==> config.mk <==
export PLATFORM = sky130hd
export DESIGN_NAME = fetch_top
export DESIGN_NICKNAME = d
export VERILOG_FILES = /design/src/verilog/fetch_pkg.sv /design/src/verilog/mem_bus_if.sv /design/src/verilog/fetch_top.sv /design/src/verilog/unified_mem.sv /design/src/verilog/mem_arbiter.sv /design/src/verilog/load_unit.sv /design/src/verilog/fetch_stage.sv /design/src/verilog/pc_gen.sv
export SDC_FILE = /design/constraint.sdc
export NUM_CORES = 1
export LEC_CHECK = 0
export BUFFER_PORTS_ARGS = -buffer_cell sky130_fd_sc_hd__buf_2
export CELL_PAD_IN_SITES_DETAIL_PLACEMENT = 1
export CELL_PAD_IN_SITES_GLOBAL_PLACEMENT = 2
export CORE_MARGIN = 2
export CORE_UTILIZATION = 37
export DETAILED_ROUTE_END_ITERATION = 8
export PLACE_DENSITY_LB_ADDON = 0.08
export SLEW_MARGIN = 20
export SYNTH_ARGS = -nofsm -noshare
export SYNTH_HDL_FRONTEND = slang
export SYNTH_SLANG_ARGS = --single-unit
==> constraint.sdc <==
create_clock -name clk -period 9.42 [get_ports clk]
set_input_delay 1.413 -clock clk [delete_from_list [all_inputs] [get_ports clk]]
set_output_delay 1.413 -clock clk [all_outputs]
set_load 0.05 [all_outputs]
==> src/test/program.hex <==
// one 64-bit doubleword per line, index 0 to 15
// low 32 bits hold the instruction at pc bit 2 clear
0010009300000013
0020811300308193
0041021300510293
0061831300718393
fedcba9876543210
8081828384858687
7f6e5d4c3b2a1908
00000093ffffffff
0000406380000000
c0ffee00deadbeef
123456789abcdef0
0ff0f00f8008ff80
a5a5a5a55a5a5a5a
0000000100008001
fffe00017fff8000
13579bdf2468ace0

==> src/verilog/fetch_pkg.sv <==
package fetch_pkg;

	// memory geometry, one entry per doubleword
	localparam int MEM_DEPTH = 16;
	localparam int MEM_IDX_W = $clog2(MEM_DEPTH);

	// fetch reads plus buffered instructions allowed at once
	localparam int MAX_INFLIGHT = 2;

	// counter and pointer widths for the fetch tracking
	localparam int CNT_W = $clog2(MAX_INFLIGHT + 1);
	localparam int PTR_W = $clog2(MAX_INFLIGHT);

	// byte address
	typedef logic [63:0] addr_t;

	// one instruction word
	typedef logic [31:0] inst_t;

	// memory data, one doubleword
	typedef logic [63:0] dword_t;

	// doubleword index into the memory
	typedef logic [MEM_IDX_W-1:0] mem_idx_t;

	// first fetch address after reset
	localparam addr_t RESET_PC = 64'h0;

	// access width of a load
	typedef enum logic [1:0] {
		LS_BYTE,
		LS_HALF,
		LS_WORD,
		LS_DOUBLE
	} load_size_e;

	// owner of the previous cycle's grant
	typedef enum logic [1:0] {
		ARB_NONE,
		ARB_FETCH,
		ARB_LOAD
	} arb_state_e;

endpackage
==> src/verilog/mem_bus_if.sv <==
`timescale 1ns/1ns

interface mem_bus_if
	import fetch_pkg::*;
();

	// request side
	logic   req;
	addr_t  addr;
	logic   gnt;

	// response, one cycle after req and gnt
	logic   rvalid;
	dword_t rdata;

	modport requester (
		output req,
		output addr,
		input  gnt,
		input  rvalid,
		input  rdata
	);

	modport arbiter (
		input  req,
		input  addr,
		output gnt,
		output rvalid,
		output rdata
	);

endinterface

==> src/verilog/fetch_top.sv <==
`timescale 1ns/1ns

module fetch_top
	import fetch_pkg::*;
(
	input  logic       clk,
	input  logic       cnt_rst,
	input  logic       redirect,
	input  addr_t      redirect_pc,
	input  logic       inst_ready,
	output logic       inst_valid,
	output inst_t      inst,
	output addr_t      inst_pc,
	input  logic       load_req,
	input  addr_t      load_addr,
	input  load_size_e load_size,
	input  logic       load_signed,
	output logic       load_busy,
	output logic       load_valid,
	output dword_t     load_data
);

	addr_t    pc;
	logic     advance;
	logic     rd_en;
	mem_idx_t rd_idx;
	dword_t   rd_data;

	// one read channel per requester
	mem_bus_if fetch_bus ();
	mem_bus_if load_bus ();

	pc_gen pc_gen_i (
		.clk         (clk),
		.cnt_rst     (cnt_rst),
		.advance     (advance),
		.redirect    (redirect),
		.redirect_pc (redirect_pc),
		.pc          (pc)
	);

	fetch_stage fetch_stage_i (
		.clk        (clk),
		.cnt_rst    (cnt_rst),
		.bus        (fetch_bus.requester),
		.pc         (pc),
		.advance    (advance),
		.redirect   (redirect),
		.inst_valid (inst_valid),
		.inst_ready (inst_ready),
		.inst       (inst),
		.inst_pc    (inst_pc)
	);

	load_unit load_unit_i (
		.clk         (clk),
		.cnt_rst     (cnt_rst),
		.bus         (load_bus.requester),
		.load_req    (load_req),
		.load_addr   (load_addr),
		.load_size   (load_size),
		.load_signed (load_signed),
		.load_busy   (load_busy),
		.load_valid  (load_valid),
		.load_data   (load_data)
	);

	mem_arbiter mem_arbiter_i (
		.clk       (clk),
		.cnt_rst   (cnt_rst),
		.fetch_bus (fetch_bus.arbiter),
		.load_bus  (load_bus.arbiter),
		.rd_en     (rd_en),
		.rd_idx    (rd_idx),
		.rd_data   (rd_data)
	);

	unified_mem unified_mem_i (
		.clk     (clk),
		.rd_en   (rd_en),
		.rd_idx  (rd_idx),
		.rd_data (rd_data)
	);

endmodule

==> src/verilog/unified_mem.sv <==
`timescale 1ns/1ns

module unified_mem
	import fetch_pkg::*;
(
	input  logic     clk,
	input  logic     rd_en,
	input  mem_idx_t rd_idx,
	output dword_t   rd_data
);

	// instructions and data share one array
	dword_t mem [MEM_DEPTH];

	initial begin
		$readmemh("/design/src/test/program.hex", mem);
	end

	// registered read, data one cycle after rd_en
	always_ff @(posedge clk) begin
		if (rd_en) begin
			rd_data <= mem[rd_idx];
		end
	end

endmodule

==> src/verilog/mem_arbiter.sv <==
`timescale 1ns/1ns

module mem_arbiter
	import fetch_pkg::*;
(
	input  logic       clk,
	input  logic       cnt_rst,
	mem_bus_if.arbiter fetch_bus,
	mem_bus_if.arbiter load_bus,
	output logic       rd_en,
	output mem_idx_t   rd_idx,
	input  dword_t     rd_data
);

	arb_state_e owner_d;
	arb_state_e owner_q;
	addr_t      sel_addr;

	// load unit first, fetch takes the port otherwise
	always_comb begin
		load_bus.gnt  = load_bus.req;
		fetch_bus.gnt = fetch_bus.req && !load_bus.req;
		if (load_bus.req) begin
			owner_d  = ARB_LOAD;
			sel_addr = load_bus.addr;
		end else if (fetch_bus.req) begin
			owner_d  = ARB_FETCH;
			sel_addr = fetch_bus.addr;
		end else begin
			owner_d  = ARB_NONE;
			sel_addr = fetch_bus.addr;
		end
	end

	// byte address to doubleword index
	assign rd_en  = (owner_d != ARB_NONE);
	assign rd_idx = sel_addr[MEM_IDX_W+2:3];

	always_ff @(posedge clk) begin
		if (cnt_rst) begin
			owner_q <= ARB_NONE;
		end else begin
			owner_q <= owner_d;
		end
	end

	// response goes back to last cycle's owner only
	assign load_bus.rvalid  = (owner_q == ARB_LOAD);
	assign fetch_bus.rvalid = (owner_q == ARB_FETCH);
	assign load_bus.rdata   = rd_data;
	assign fetch_bus.rdata  = rd_data;

endmodule

==> src/verilog/load_unit.sv <==
`timescale 1ns/1ns

module load_unit
	import fetch_pkg::*;
(
	input  logic         clk,
	input  logic         cnt_rst,
	mem_bus_if.requester bus,
	input  logic         load_req,
	input  addr_t        load_addr,
	input  load_size_e   load_size,
	input  logic         load_signed,
	output logic         load_busy,
	output logic         load_valid,
	output dword_t       load_data
);

	logic       busy_q;
	logic       issued_q;
	logic       accept;
	logic       done;
	addr_t      addr_q;
	load_size_e size_q;
	logic       signed_q;
	logic       valid_q;
	dword_t     data_q;
	dword_t     shifted;
	dword_t     ext_data;

	assign accept = load_req && !busy_q;
	assign done   = busy_q && issued_q && bus.rvalid;

	// new request goes out directly, a refused one is retried from addr_q
	assign bus.req  = accept || (busy_q && !issued_q);
	assign bus.addr = busy_q ? addr_q : load_addr;

	// addressed field down to bit zero
	assign shifted = bus.rdata >> {addr_q[2:0], 3'b000};

	always_comb begin
		case (size_q)
			LS_BYTE:
				ext_data = {{56{signed_q & shifted[7]}}, shifted[7:0]};
			LS_HALF:
				ext_data = {{48{signed_q & shifted[15]}}, shifted[15:0]};
			LS_WORD:
				ext_data = {{32{signed_q & shifted[31]}}, shifted[31:0]};
			default:
				ext_data = shifted;
		endcase
	end

	always_ff @(posedge clk) begin
		if (cnt_rst) begin
			busy_q   <= 1'b0;
			issued_q <= 1'b0;
			valid_q  <= 1'b0;
		end else begin
			valid_q <= done;
			if (accept) begin
				busy_q   <= 1'b1;
				issued_q <= bus.gnt;
			end else if (done) begin
				busy_q   <= 1'b0;
				issued_q <= 1'b0;
			end else if (busy_q && bus.gnt) begin
				issued_q <= 1'b1;
			end
		end
	end

	always_ff @(posedge clk) begin
		if (accept) begin
			addr_q   <= load_addr;
			size_q   <= load_size;
			signed_q <= load_signed;
		end
		if (done) begin
			data_q <= ext_data;
		end
	end

	assign load_busy  = busy_q;
	assign load_valid = valid_q;
	assign load_data  = data_q;

endmodule

==> src/verilog/fetch_stage.sv <==
`timescale 1ns/1ns

module fetch_stage
	import fetch_pkg::*;
(
	input  logic         clk,
	input  logic         cnt_rst,
	mem_bus_if.requester bus,
	input  addr_t        pc,
	output logic         advance,
	input  logic         redirect,
	output logic         inst_valid,
	input  logic         inst_ready,
	output inst_t        inst,
	output addr_t        inst_pc
);

	logic             accept;
	logic             push;
	logic             pop;
	logic [CNT_W:0]   pending;
	logic [CNT_W-1:0] inflight_cnt;
	logic [CNT_W-1:0] squash_cnt;
	logic [CNT_W-1:0] buf_cnt;

	// addresses of outstanding reads, oldest at aq_rd
	addr_t            addr_q [MAX_INFLIGHT];
	logic [PTR_W-1:0] aq_wr;
	logic [PTR_W-1:0] aq_rd;

	// instruction buffer toward decode
	inst_t            buf_inst [MAX_INFLIGHT];
	addr_t            buf_pc [MAX_INFLIGHT];
	logic [PTR_W-1:0] buf_wr;
	logic [PTR_W-1:0] buf_rd;

	addr_t            resp_pc;
	inst_t            resp_inst;

	// a slot freed by this cycle's pop counts as room
	assign pending = {1'b0, inflight_cnt} + {1'b0, buf_cnt} - (CNT_W + 1)'(pop);

	// no new read in a redirect cycle, pc is stale there
	assign bus.req  = (pending < (CNT_W + 1)'(MAX_INFLIGHT)) && !redirect;
	assign bus.addr = pc;
	assign accept   = bus.req && bus.gnt;
	assign advance  = accept;

	// upper word when address bit 2 is set
	assign resp_pc   = addr_q[aq_rd];
	assign resp_inst = resp_pc[2] ? bus.rdata[63:32] : bus.rdata[31:0];

	assign push = bus.rvalid && !redirect && (squash_cnt == '0);
	assign pop  = inst_valid && inst_ready;

	// pending instruction is dropped on redirect
	assign inst_valid = (buf_cnt != '0) && !redirect;
	assign inst       = buf_inst[buf_rd];
	assign inst_pc    = buf_pc[buf_rd];

	always_ff @(posedge clk) begin
		if (cnt_rst) begin
			inflight_cnt <= '0;
			squash_cnt   <= '0;
			aq_wr        <= '0;
			aq_rd        <= '0;
			buf_wr       <= '0;
			buf_rd       <= '0;
			buf_cnt      <= '0;
		end else begin
			inflight_cnt <= inflight_cnt + CNT_W'(accept) - CNT_W'(bus.rvalid);
			if (accept) begin
				aq_wr <= aq_wr + PTR_W'(1);
			end
			if (bus.rvalid) begin
				aq_rd <= aq_rd + PTR_W'(1);
			end
			if (redirect) begin
				// every read still out after this cycle is stale
				squash_cnt <= inflight_cnt - CNT_W'(bus.rvalid);
				buf_wr     <= '0;
				buf_rd     <= '0;
				buf_cnt    <= '0;
			end else begin
				if (bus.rvalid && squash_cnt != '0) begin
					squash_cnt <= squash_cnt - CNT_W'(1);
				end
				if (push) begin
					buf_wr <= buf_wr + PTR_W'(1);
				end
				if (pop) begin
					buf_rd <= buf_rd + PTR_W'(1);
				end
				buf_cnt <= buf_cnt + CNT_W'(push) - CNT_W'(pop);
			end
		end
	end

	always_ff @(posedge clk) begin
		if (accept) begin
			addr_q[aq_wr] <= pc;
		end
		if (push) begin
			buf_inst[buf_wr] <= resp_inst;
			buf_pc[buf_wr]   <= resp_pc;
		end
	end

endmodule

==> src/verilog/pc_gen.sv <==
`timescale 1ns/1ns

module pc_gen
	import fetch_pkg::*;
(
	input  logic  clk,
	input  logic  cnt_rst,
	input  logic  advance,
	input  logic  redirect,
	input  addr_t redirect_pc,
	output addr_t pc
);

	addr_t pc_q;
	addr_t pc_seq;
	addr_t pc_next;

	// next sequential instruction
	assign pc_seq = pc_q + addr_t'(4);

	// redirect target beats the sequential step
	always_comb begin
		if (redirect) begin
			pc_next = redirect_pc;
		end else if (advance) begin
			pc_next = pc_seq;
		end else begin
			pc_next = pc_q;
		end
	end

	always_ff @(posedge clk) begin
		if (cnt_rst) begin
			pc_q <= RESET_PC;
		end else begin
			pc_q <= pc_next;
		end
	end

	assign pc = pc_q;

endmodule

After elaboration in Yosys (flattened, before gate mapping) --
Memory sizes are Yosys's and may differ from the RTL's. A register that Yosys moved wholly into a read port is not among the register bits. Cells that the tools add are included.
Storage, ports and cells: latch bits 0, memory bits (writable) 320, logic and storage cells 93, register bits after elaboration 217, input bits 136, memory bits (read-only) 0, memories kept 3
Operators by class: add/sub/neg operators 13, equality and inequality tests 4, bitwise operators 3, $mul 0, div/mod/pow operators 0, $lt $le $gt $ge 1, shift-type cells 1, reductions and logical operators 28, muxes and demuxes 23
Memories:
- fetch_stage_i.addr_q | depth 2, width 64, read ports 1, clocked after Yosys merged registers in 1, wr ports 1, RTL line fetch_stage.sv:27 | addr_t addr_q [MAX_INFLIGHT];
- fetch_stage_i.buf_pc | depth 2, width 64, read ports 1, clocked after Yosys merged registers in 1, wr ports 1, RTL line fetch_stage.sv:33 | addr_t buf_pc [MAX_INFLIGHT];
- fetch_stage_i.buf_inst | depth 2, width 32, read ports 1, clocked after Yosys merged registers in 1, wr ports 1, RTL line fetch_stage.sv:32 | inst_t buf_inst [MAX_INFLIGHT];
Operator list (count):
- one-hot mux 64 bit (3 select lines) | 1
- two-way mux 64 bit | 2
- adder 64 x 3 -> 64 bit (second input constant) | 1
- right shift 64 x 6 -> 64 bit | 1
- two-way mux 32 bit | 1
- two-way mux 1 bit | 16
- logical AND 1 bit | 13
- nonzero test 2 bit | 6
- two-way mux 2 bit | 3
- subtractor 2 x 1 -> 2 bit | 3
- adder 1 bit (second input constant) | 4
- adder 2 x 1 -> 2 bit | 2
- equality test 2 x 1 -> 1 bit (second input constant) | 2
- equality test 2 bit (second input constant) | 2
- logical NOT 1 bit | 4
- logical NOT 2 bit | 2
- adder 2 x 2 -> 3 bit | 1
- bitwise AND 1 bit | 3
- < comparator 3 x 2 -> 1 bit (second input constant) | 1
- nonzero test 3 bit | 1
- subtractor 3 x 1 -> 3 bit | 1
- OR reduction 2 bit | 1
- subtractor 2 x 1 -> 2 bit (second input constant) | 1
- logical OR 1 bit | 1

Depth between registers and ports, before layout --
Gate-level depths: netlist of run 1.
depth after elaboration 10, gate-level depth with buffers 16

Hierarchy --
A second synthesis of run 1 with hierarchy kept.
Unflattened totals: cell total of the unflattened synthesis 1869, area, all modules 25313.0 µm²
Modules (own cells, without submodules):
- fetch_stage | cells an instance 669, times used 1, area an instance 13158.9 µm²
- load_unit | cells an instance 521, times used 1, area an instance 6840.3 µm²
- pc_gen | cells an instance 472, times used 1, area an instance 3709.8 µm²
- mem_arbiter | cells an instance 142, times used 1, area an instance 1119.8 µm²
- unified_mem | cells an instance 65, times used 1, area an instance 484.2 µm²

Worst setup path after synthesis of run 1 --
Ideal clock, no wire load.
path type input port to flip-flop, start point input redirect, end point memory fetch_stage_i.addr_q[0][0] (netlist bit) (enable), stages on the path 11, arrival time 6.588 ns, library setup time 0.486 ns, required time 8.934 ns, slack 2.346 ns, path buffers 1, path through clkbuf_1 > nor2_1 > and2_1 > ha_1 > nand2b_1 > fa_1 > xor2_1 > nand4_1 > nor2_1 > inv_1 > nor2_1
Between the ends: longest elaborated chain between the ends 10
Ends and longest elaborated chain:
- from (decl) | RTL line fetch_top.sv:8 | input logic redirect,
- logical NOT 1 bit (*) | RTL line fetch_stage.sv:57 | assign inst_valid = (buf_cnt != '0) && !redirect;
- logical AND 1 bit (*) | RTL line fetch_stage.sv:57
- named net inst_valid | RTL line fetch_top.sv:11 | output logic inst_valid,
- logical AND 1 bit (*) | RTL line fetch_stage.sv:54 | assign pop = inst_valid && inst_ready;
- named net fetch_stage_i.pop | RTL line fetch_stage.sv:20 | logic pop;
- subtractor 3 x 1 -> 3 bit (*) | RTL line fetch_stage.sv:41 | assign pending = {1'b0, inflight_cnt} + {1'b0, buf_cnt} - (CNT_W + 1)'(pop);
- < comparator 3 x 2 -> 1 bit (*) | RTL line fetch_stage.sv:44 | assign bus.req = (pending < (CNT_W + 1)'(MAX_INFLIGHT)) && !redirect;
- logical AND 1 bit (*) | RTL line fetch_stage.sv:44
- logical AND 1 bit | RTL line mem_arbiter.sv:22 | fetch_bus.gnt = fetch_bus.req && !load_bus.req;
- logical AND 1 bit (*) | RTL line fetch_stage.sv:46 | assign accept = bus.req && bus.gnt;
- two-way mux 1 bit (*) | RTL line fetch_stage.sv:100 | if (accept) begin
- two-way mux 1 bit (implied by the code) (*) | RTL line fetch_stage.sv:101 | addr_q[aq_wr] <= pc;
- to (decl) | RTL line fetch_stage.sv:27
Mark *: on every way through the listed nets, which the timed path passes. The rest lies on a longest branch.

Worst setup path after layout of run 1 --
start point input redirect, end point memory fetch_stage_i.addr_q[0][2] (netlist bit) (enable)
Between the ends: longest elaborated chain between the ends 10
Ends and longest elaborated chain (RTL line):
- logical NOT 1 bit (*) | fetch_stage.sv:57
- logical AND 1 bit (*) | fetch_stage.sv:57
- logical AND 1 bit (*) | fetch_stage.sv:54
- named net fetch_stage_i.pop | fetch_stage.sv:20
- subtractor 3 x 1 -> 3 bit (*) | fetch_stage.sv:41
- < comparator 3 x 2 -> 1 bit (*) | fetch_stage.sv:44
- logical AND 1 bit (*) | fetch_stage.sv:44
- logical AND 1 bit | mem_arbiter.sv:22
- logical AND 1 bit (*) | fetch_stage.sv:46
- two-way mux 1 bit (*) | fetch_stage.sv:100
- two-way mux 1 bit (implied by the code) (*) | fetch_stage.sv:101
Marked as above.

==> results.tsv, run 1 <==
stage	metric	value	unit
floorplan	die_h	200	um
timing	fin_tns_setup	0	ps
timing	clock_skew	23.1	ps
synth	syn_area	14300	um^2
setup_path	worstSetupStartpointType	input pin	
synth	synth.top_cell.area_share	53.9	%
setup_path	cpMaxStageDelayCell	nor2_4	
routing	drt_first_pass_iters	6	
timing	hold_violations	0	
routing	ant_nets	0	
synth	syn_avg_cell_area	13.8	um^2
clocking	post_cts_resize_count	0	
timing	tightest_slew	1040	ps
routing	wl_per_cell	19.2	um
clocking	cts_setup_buffers	0	
timing	finalSetupViolCount	0	
setup_path	arrival	5780	ps
clocking	clockBufferDepth	3	
global_route	grt_overflow_total	0	
synth	yosys_most_used_dff	edfxtp_1	
finish	syn_to_final_growth	14.9	%
power	powerDensity	233	nW/um^2
clocking	htree_levels	2	
synth	yosys_warnings	0	
global_route	antenna_found_initial	0	
clocking	clockRootBuffer	clkbuf_16	
global_route	grt_pass1_wl	51.0	mm
setup_path	critPathMaxFanout	39	
synth	synthTopCellsByArea	edfxtp_1, dfxtp_1, mux2_2, buf_4, xnor2_1	
synth	synthCells	1037	
synth	yosysTopAreaCell	edfxtp_1	
setup_path	cpPeakStageDelay	820	ps
floorplan	core_area	37800	um^2
clocking	clk_pin_slew	60	ps
clocking	cts.sinks	337	
synth	synth-edff-count	256	
placement	place_inst	1647	
timing	fin_crit_sh	59.8	%
timing	rsz0062_at_grt	no	
setup_path	path_cells	buf_2 > nor2_1 > and2_1 > ha_1 > nand2b_1 > fa_1 > xor2_1 > nand4_1 > buf_4 > nor2_1 > inv_1 > nor2_4 > buf_4	
floorplan	io_pins	299	
floorplan	dieArea	40200	um^2
synth	ys_seq_area_share	65.2	%
routing	via_count	8192	
synth	ys_types	45	
timing	maxSlewViolCount	0	
routing	detail_route.vias_per_cell	4.78	
floorplan	die_x	200	um
setup_path	critPathRequiredTime	9570	ps
floorplan	start_util	37.7	%
routing	drt_wl_total	32.9	mm
placement	port_buffers	135	
floorplan	core.rowCount	71	
global_route	globalRouteTotalUtil	16.4	%
setup_path	crit_type	input pin to flop	
placement	gp_congestion	0.717	
synth	synth-seq-cells	337	
run_status	status	completed	
global_route	grt_pass1_vias	8446	
finish	final_cell_mix	edfxtp_1, buf_2, mux2_2	
clocking	insertion_delay	530	ps
clocking	ctsHoldBuffers	0	
worst_hold_path	hp-class	flop to flop	
routing	drtIter0Drc	369	
timing	slew_headroom	30.4	%
timing	hold_slack	463	ps
finish	n_antenna_cell	0	
finish	nNetsFinal	1322	
run	maxCapViolCount	0	
setup_path	cp_num_buf_inv	4	
timing	min_period	5630	ps
synth	async_flop_share	0	%
clocking	cts_tree	done	
setup_path	end_kind	flop	
clocking	cts_buffers	38	
setup_path	critPathTopFamily	simple AND/OR/NAND/NOR gates	
routing	drc	0	
power	leakagePower	5.75	nW
finish	drive_gt1_share	29.2	%
finish	final_common_cell	edfxtp_1	
power	peakVddDrop	0.105	mV
finish	instances_no_fill	1715	
placement	hpwlAfterDp	21.3	mm
timing	fmax	178	MHz
global_route	grt_start_max_net_pins	73	
==> power breakdown <==
part	internal (mW)	total [mW]	switching, mW
Combinational	0.146	0.512	0.367
Sequential	1.77	1.83	0.0619
Clock	0.883	1.47	0.583
==> layout make-up <==
type	count	area, um^2
fill	3967	21500
sequential	337	9310
multi-input combinational	636	4380
clock buffer	51	1070
timing repair buffer	144	743
tap	511	639
clock inverter	17	174
inverter	19	71.3
==> logic make-up (layout without fill, tap and decap cells) <==
family,count (synthesis),count (layout),synth area share (%)
DFF,337,337,65.2
AOI/OAI and AO/OA,84,84,3.73
buffers and inverters,159,231,6.76
muxes,136,136,10.7
xor gates and xnor gates,56,56,3.44
and+or+nand+nor,254,254,9.22
adders and majority gates,10,10,0.929
other,1,96,0.0263
==> flip-flops by register name, indices dropped and copies added (netlist names), named ones only <==
name                        cells
load_unit_i.load_valid          1
pc_gen_i.pc                    64
fetch_stage_i.buf_wr            1
fetch_stage_i.aq_rd             1
fetch_stage_i.aq_wr             1
load_unit_i.issued_q            1
load_unit_i.load_busy           1
fetch_stage_i.inflight_cnt      2
fetch_stage_i.buf_rd            1
fetch_stage_i.addr_q          128
fetch_stage_i.squash_cnt        2
mem_arbiter_i.owner_q           2
fetch_stage_i.buf_pc          128
fetch_stage_i.buf_cnt           2
==> cell usage after synthesis (2+ instances only) <==
| library cell | number |
|---|---|
| edfxtp_1 | 256 |
| mux2_2 | 128 |
| buf_4 | 96 |
| dfxtp_1 | 81 |
| nor2_1 | 73 |
| xnor2_1 | 52 |
| nand2_1 | 51 |
| clkbuf_1 | 37 |
| a21oi_1 | 30 |
| nand3_1 | 26 |
| nor3_1 | 26 |
| a211oi_1 | 25 |
| nand4_1 | 24 |
| inv_1 | 19 |
| nor4_1 | 10 |
| o21ai_0 | 10 |
| ha_1 | 9 |
| mux2i_1 | 8 |
| and3_1 | 7 |
| buf_1 | 6 |
| o211ai_1 | 6 |
| or3_1 | 6 |
| or2_2 | 5 |
| a31oi_1 | 4 |
| nand2b_1 | 4 |
| nand4_2 | 4 |
| xor2_1 | 4 |
| a311oi_1 | 3 |
| and2_1 | 3 |
| and4_1 | 3 |
| nor2b_1 | 3 |
| a2bb2oi_1 | 2 |
| nand3b_1 | 2 |
| nor4_4 | 2 |
| o22ai_1 | 2 |
==> worst register-to-register path, delay by kind of cell (launching register included) <==
kind / cells / cell delay (ps)
flops: 1 / 380
buf+inv: 3 / 1060
fa+ha+maj: 2 / 630
simple gates: 7 / 1750
xor+xnor: 1 / 190
==> metal layers <==
metal | track usage (%) | wire length [um] | up-vias
met4 | 4.42 | 699 | 0
li1 | - | - | 3897
met2 | 26.8 | 15500 | 179
met3 | 3.06 | 1400 | 40
met5 | 0 | 0 | -
met1 | 22.5 | 15300 | 4076
==> stage by stage <==
step                total power [mW]  worst slack, ps  cell area [um^2]  util, %
global placement                2.38             3240             15100     40.0
global route                    3.97             3360             16400     43.3
detailed placement              2.39             3090             15100     40.0
finish                          3.81             3790             16400     43.3
CTS                             3.86             3640             16400     43.3
floorplan                       2.26             2350             14600        -
==> worst paths after layout <==
check / slack [ps] / cells past startpoint / from / end
hold / removal: 460 / 0 / pc_gen_i.pc[1]$_SDFFE_PP0P_ / fetch_stage_i.addr_q[0][1]$_DFFE_PP_
hold reg to reg: 460 / 0 / pc_gen_i.pc[1]$_SDFFE_PP0P_ / fetch_stage_i.addr_q[0][1]$_DFFE_PP_
setup / recovery: 3790 / 13 / redirect / fetch_stage_i.addr_q[0][2]$_DFFE_PP_
setup reg to reg: 5000 / 13 / fetch_stage_i.buf_cnt[1]$_SDFF_PP0_ / fetch_stage_i.addr_q[0][2]$_DFFE_PP_
Note: power is estimated with default switching activity, not from simulation.
==> inputs of run 2 (changes only) <==
clock period = 5.4 ns   (was 9.42 ns; I/O delays follow)
==> run 2 against run 1 <==
  * Clock skew down 9.0 ps
  * Worst setup slack worse by 2100 ps
  * Global-route usage up 0.23 points
  * Via count up 0.46%
  * Combinational power up 78%
  * Count of clock-buffer cells in the layout up 3
  * Core utilization up 0.23 points
  * Sequential share of layout area down 0.30 points
  * Total power up 77%
  * Flip-flop and latch count unchanged
  * Largest cell class unchanged
==> results.tsv, run 2 (synthesized netlist as in run 1, its figures left out) <==
stage	metric	value	unit	change
run_status	status	completed		
timing	fin_crit_sh	68.6	%	
placement	port_buffers	135		unchanged
clocking	cts_buffers	38		unchanged
finish	drive_gt1_share	29.3	%	+0.10 points
finish	final_common_cell	edfxtp_1		
clocking	clk_pin_slew	60	ps	about the same
timing	tightest_slew	1010	ps	-36.4 ps
routing	wl_per_cell	19.2	um	about the same
placement	hpwlAfterDp	21.6	mm	+1.7%
floorplan	die_h	200	um	unchanged
placement	gp_congestion	0.715		-0.31%
placement	place_area	15200	um^2	+0.41%
placement	dpl_worst_slack	1170	ps	-1920 ps
routing	drtIter0Drc	305		-17%
run	maxCapViolCount	0		unchanged
global_route	grt_pass1_vias	8765		+3.8%
power	pwr-share-seq	47.6	%	-0.5 points
clocking	clockBufferDepth	3		unchanged
floorplan	dieArea	40200	um^2	unchanged
timing	fmax	270	MHz	
setup_path	cpMaxStageDelayCell	and4_1		
routing	via_count	8230		+0.46%
timing	finalSetupViolCount	0		unchanged
timing	min_period	3710	ps	
setup_path	critPathMaxFanout	16		-59%
finish	regArea	9310	um^2	unchanged
setup_path	arrival	4150	ps	-1630 ps
clocking	cts.sinks	337		unchanged
floorplan	start_util	37.7	%	unchanged
routing	wl_met3	1.54	mm	+9.8%
setup_path	crit_type	flop to flop		
power	switching_share	26.1	%	-0.41 points
power	power_frac_clock	38.9	%	+0.5 points
finish	final_cell_mix	edfxtp_1, buf_2, mux2_2		
finish	nNetsFinal	1327		+0.38%
global_route	grt_start_max_net_pins	65		-11%
power	power.switching	1.76	mW	+74%
timing	maxSlewViolCount	0		unchanged
timing	slew_headroom	33.0	%	+2.6 points
finish	syn_to_final_growth	15.5	%	
setup_path	end_kind	flop		
floorplan	core_area	37800	um^2	unchanged
floorplan	io_pins	299		unchanged
setup_path	critPathRequiredTime	5840	ps	-3730 ps
power	power.internal	4.97	mW	+78%
routing	drt_first_pass_iters	4		-2
setup_path	cp_num_buf_inv	1		-3
power	leakagePower	5.80	nW	+0.84%
global_route	antenna_found_initial	1		+1
clocking	ctsHoldBuffers	0		unchanged
routing	wl_met2	15.4	mm	-0.75%
setup_path	cpPeakStageDelay	570	ps	-250 ps
timing	fin_tns_setup	0	ps	unchanged
clocking	post_cts_resize_count	0		unchanged
setup_path	worstSetupStartpointType	flop		
floorplan	die_x	200	um	unchanged
clocking	insertion_delay	530	ps	about the same
clocking	htree_levels	2		unchanged
routing	highest_layer	met4		
clocking	cts_setup_buffers	0		unchanged
routing	drc	0		unchanged
global_route	grt_pass1_wl	51.8	mm	+1.6%
finish	instances_no_fill	1722		+0.41%
power	powerDensity	408	nW/um^2	+76%
clocking	cts_tree	done		
timing	hold_slack	453	ps	-10.6 ps
clocking	clockRootBuffer	clkbuf_16		
global_route	globalRouteTotalUtil	16.7	%	+0.23 points
routing	met1_length	15.5	mm	+1.4%
worst_hold_path	hp-class	flop to flop		
power	combPwrFrac	13.6	%	+0.2 points
finish	stdcell_area	16500	um^2	+0.53%
finish	fill_cells	3970		+0.076%
routing	drt_wl_total	33.0	mm	+0.32%
routing	ant_nets	0		unchanged
routing	detail_route.vias_per_cell	4.78		about the same
power	peakVddDrop	0.254	mV	+140%
global_route	grt_overflow_total	0		unchanged
timing	rsz0062_at_grt	no		
floorplan	core.rowCount	71		unchanged
finish	multi_input_area	4380	um^2	unchanged
setup_path	path_cells	nor2_1 > nor2_1 > and2_1 > ha_1 > nand2b_1 > fa_1 > xor2_1 > and4_1 > buf_4 > and4_1 > nand4_1 > or2_2 > a31oi_1		
timing	setup_slack	1690	ps	-2100 ps
placement	place_inst	1652		+0.30%
setup_path	critPathTopFamily	simple AND/OR/NAND/NOR gates		
timing	clock_skew	14.0	ps	-9.04 ps
timing	hold_violations	0		unchanged
[run 2: worst reg2reg max path, stage by stage (launching register included)]
cell and delay (ps):
dfxtp_1 370, nor2_1 70, nor2_1 110, and2_1 220
ha_1 250, nand2b_1 150, fa_1 380, xor2_1 200
and4_1 570, buf_4 340, and4_1 350, nand4_1 150
or2_2 300, a31oi_1 160
[run 2: final timing paths]
kind / from / end / slack [ps] / cells after the start
setup / recovery: fetch_stage_i.buf_cnt[1]$_SDFF_PP0_ / pc_gen_i.pc[27]$_SDFFE_PP0P_ / 1690 / 13
hold / removal: pc_gen_i.pc[0]$_SDFFE_PP0P_ / fetch_stage_i.addr_q[0][0]$_DFFE_PP_ / 450 / 0
setup reg to reg: fetch_stage_i.buf_cnt[1]$_SDFF_PP0_ / pc_gen_i.pc[27]$_SDFFE_PP0P_ / 1690 / 13
hold reg to reg: pc_gen_i.pc[0]$_SDFFE_PP0P_ / fetch_stage_i.addr_q[0][0]$_DFFE_PP_ / 450 / 0
[run 2: layout make-up]
| class | count | area share, % |
|---|---|---|
| clock buffer | 54 | 6.45 |
| inverter | 19 | 0.433 |
| antenna | 1 | 0.0152 |
| sequential | 337 | 56.5 |
| tap | 511 | 3.88 |
| timing repair buffer | 149 | 4.89 |
| clock inverter | 15 | 1.24 |
| multi-input combinational | 636 | 26.6 |
[run 2: per-layer routing]
layer / track usage [%] / vias to the layer above
li1: - / 3907
met1: 22.8 / 4104
met2: 27.1 / 181
met3: 3.24 / 38
met4: 4.34 / 0
met5: 0 / -
[run 2: per-stage QoR]
stage / util [%] / total power [mW]
3_3_place_gp: 40.2 / 4.16
4_1_cts: 43.5 / 6.83
2_1_floorplan: - / 3.94
6_report: 43.5 / 6.73
5_1_grt: 43.5 / 7.02
3_5_place_dp: 40.2 / 4.18
[run 2: power groups by stage]
stage	combinational (mW)	sequential (mW)	clock, mW
floorplan	0.720	3.22	0
finish	0.912	3.20	2.61
detailed placement	0.924	3.26	0
global placement	0.910	3.25	0
CTS	0.931	3.20	2.69
global route	0.996	3.23	2.79
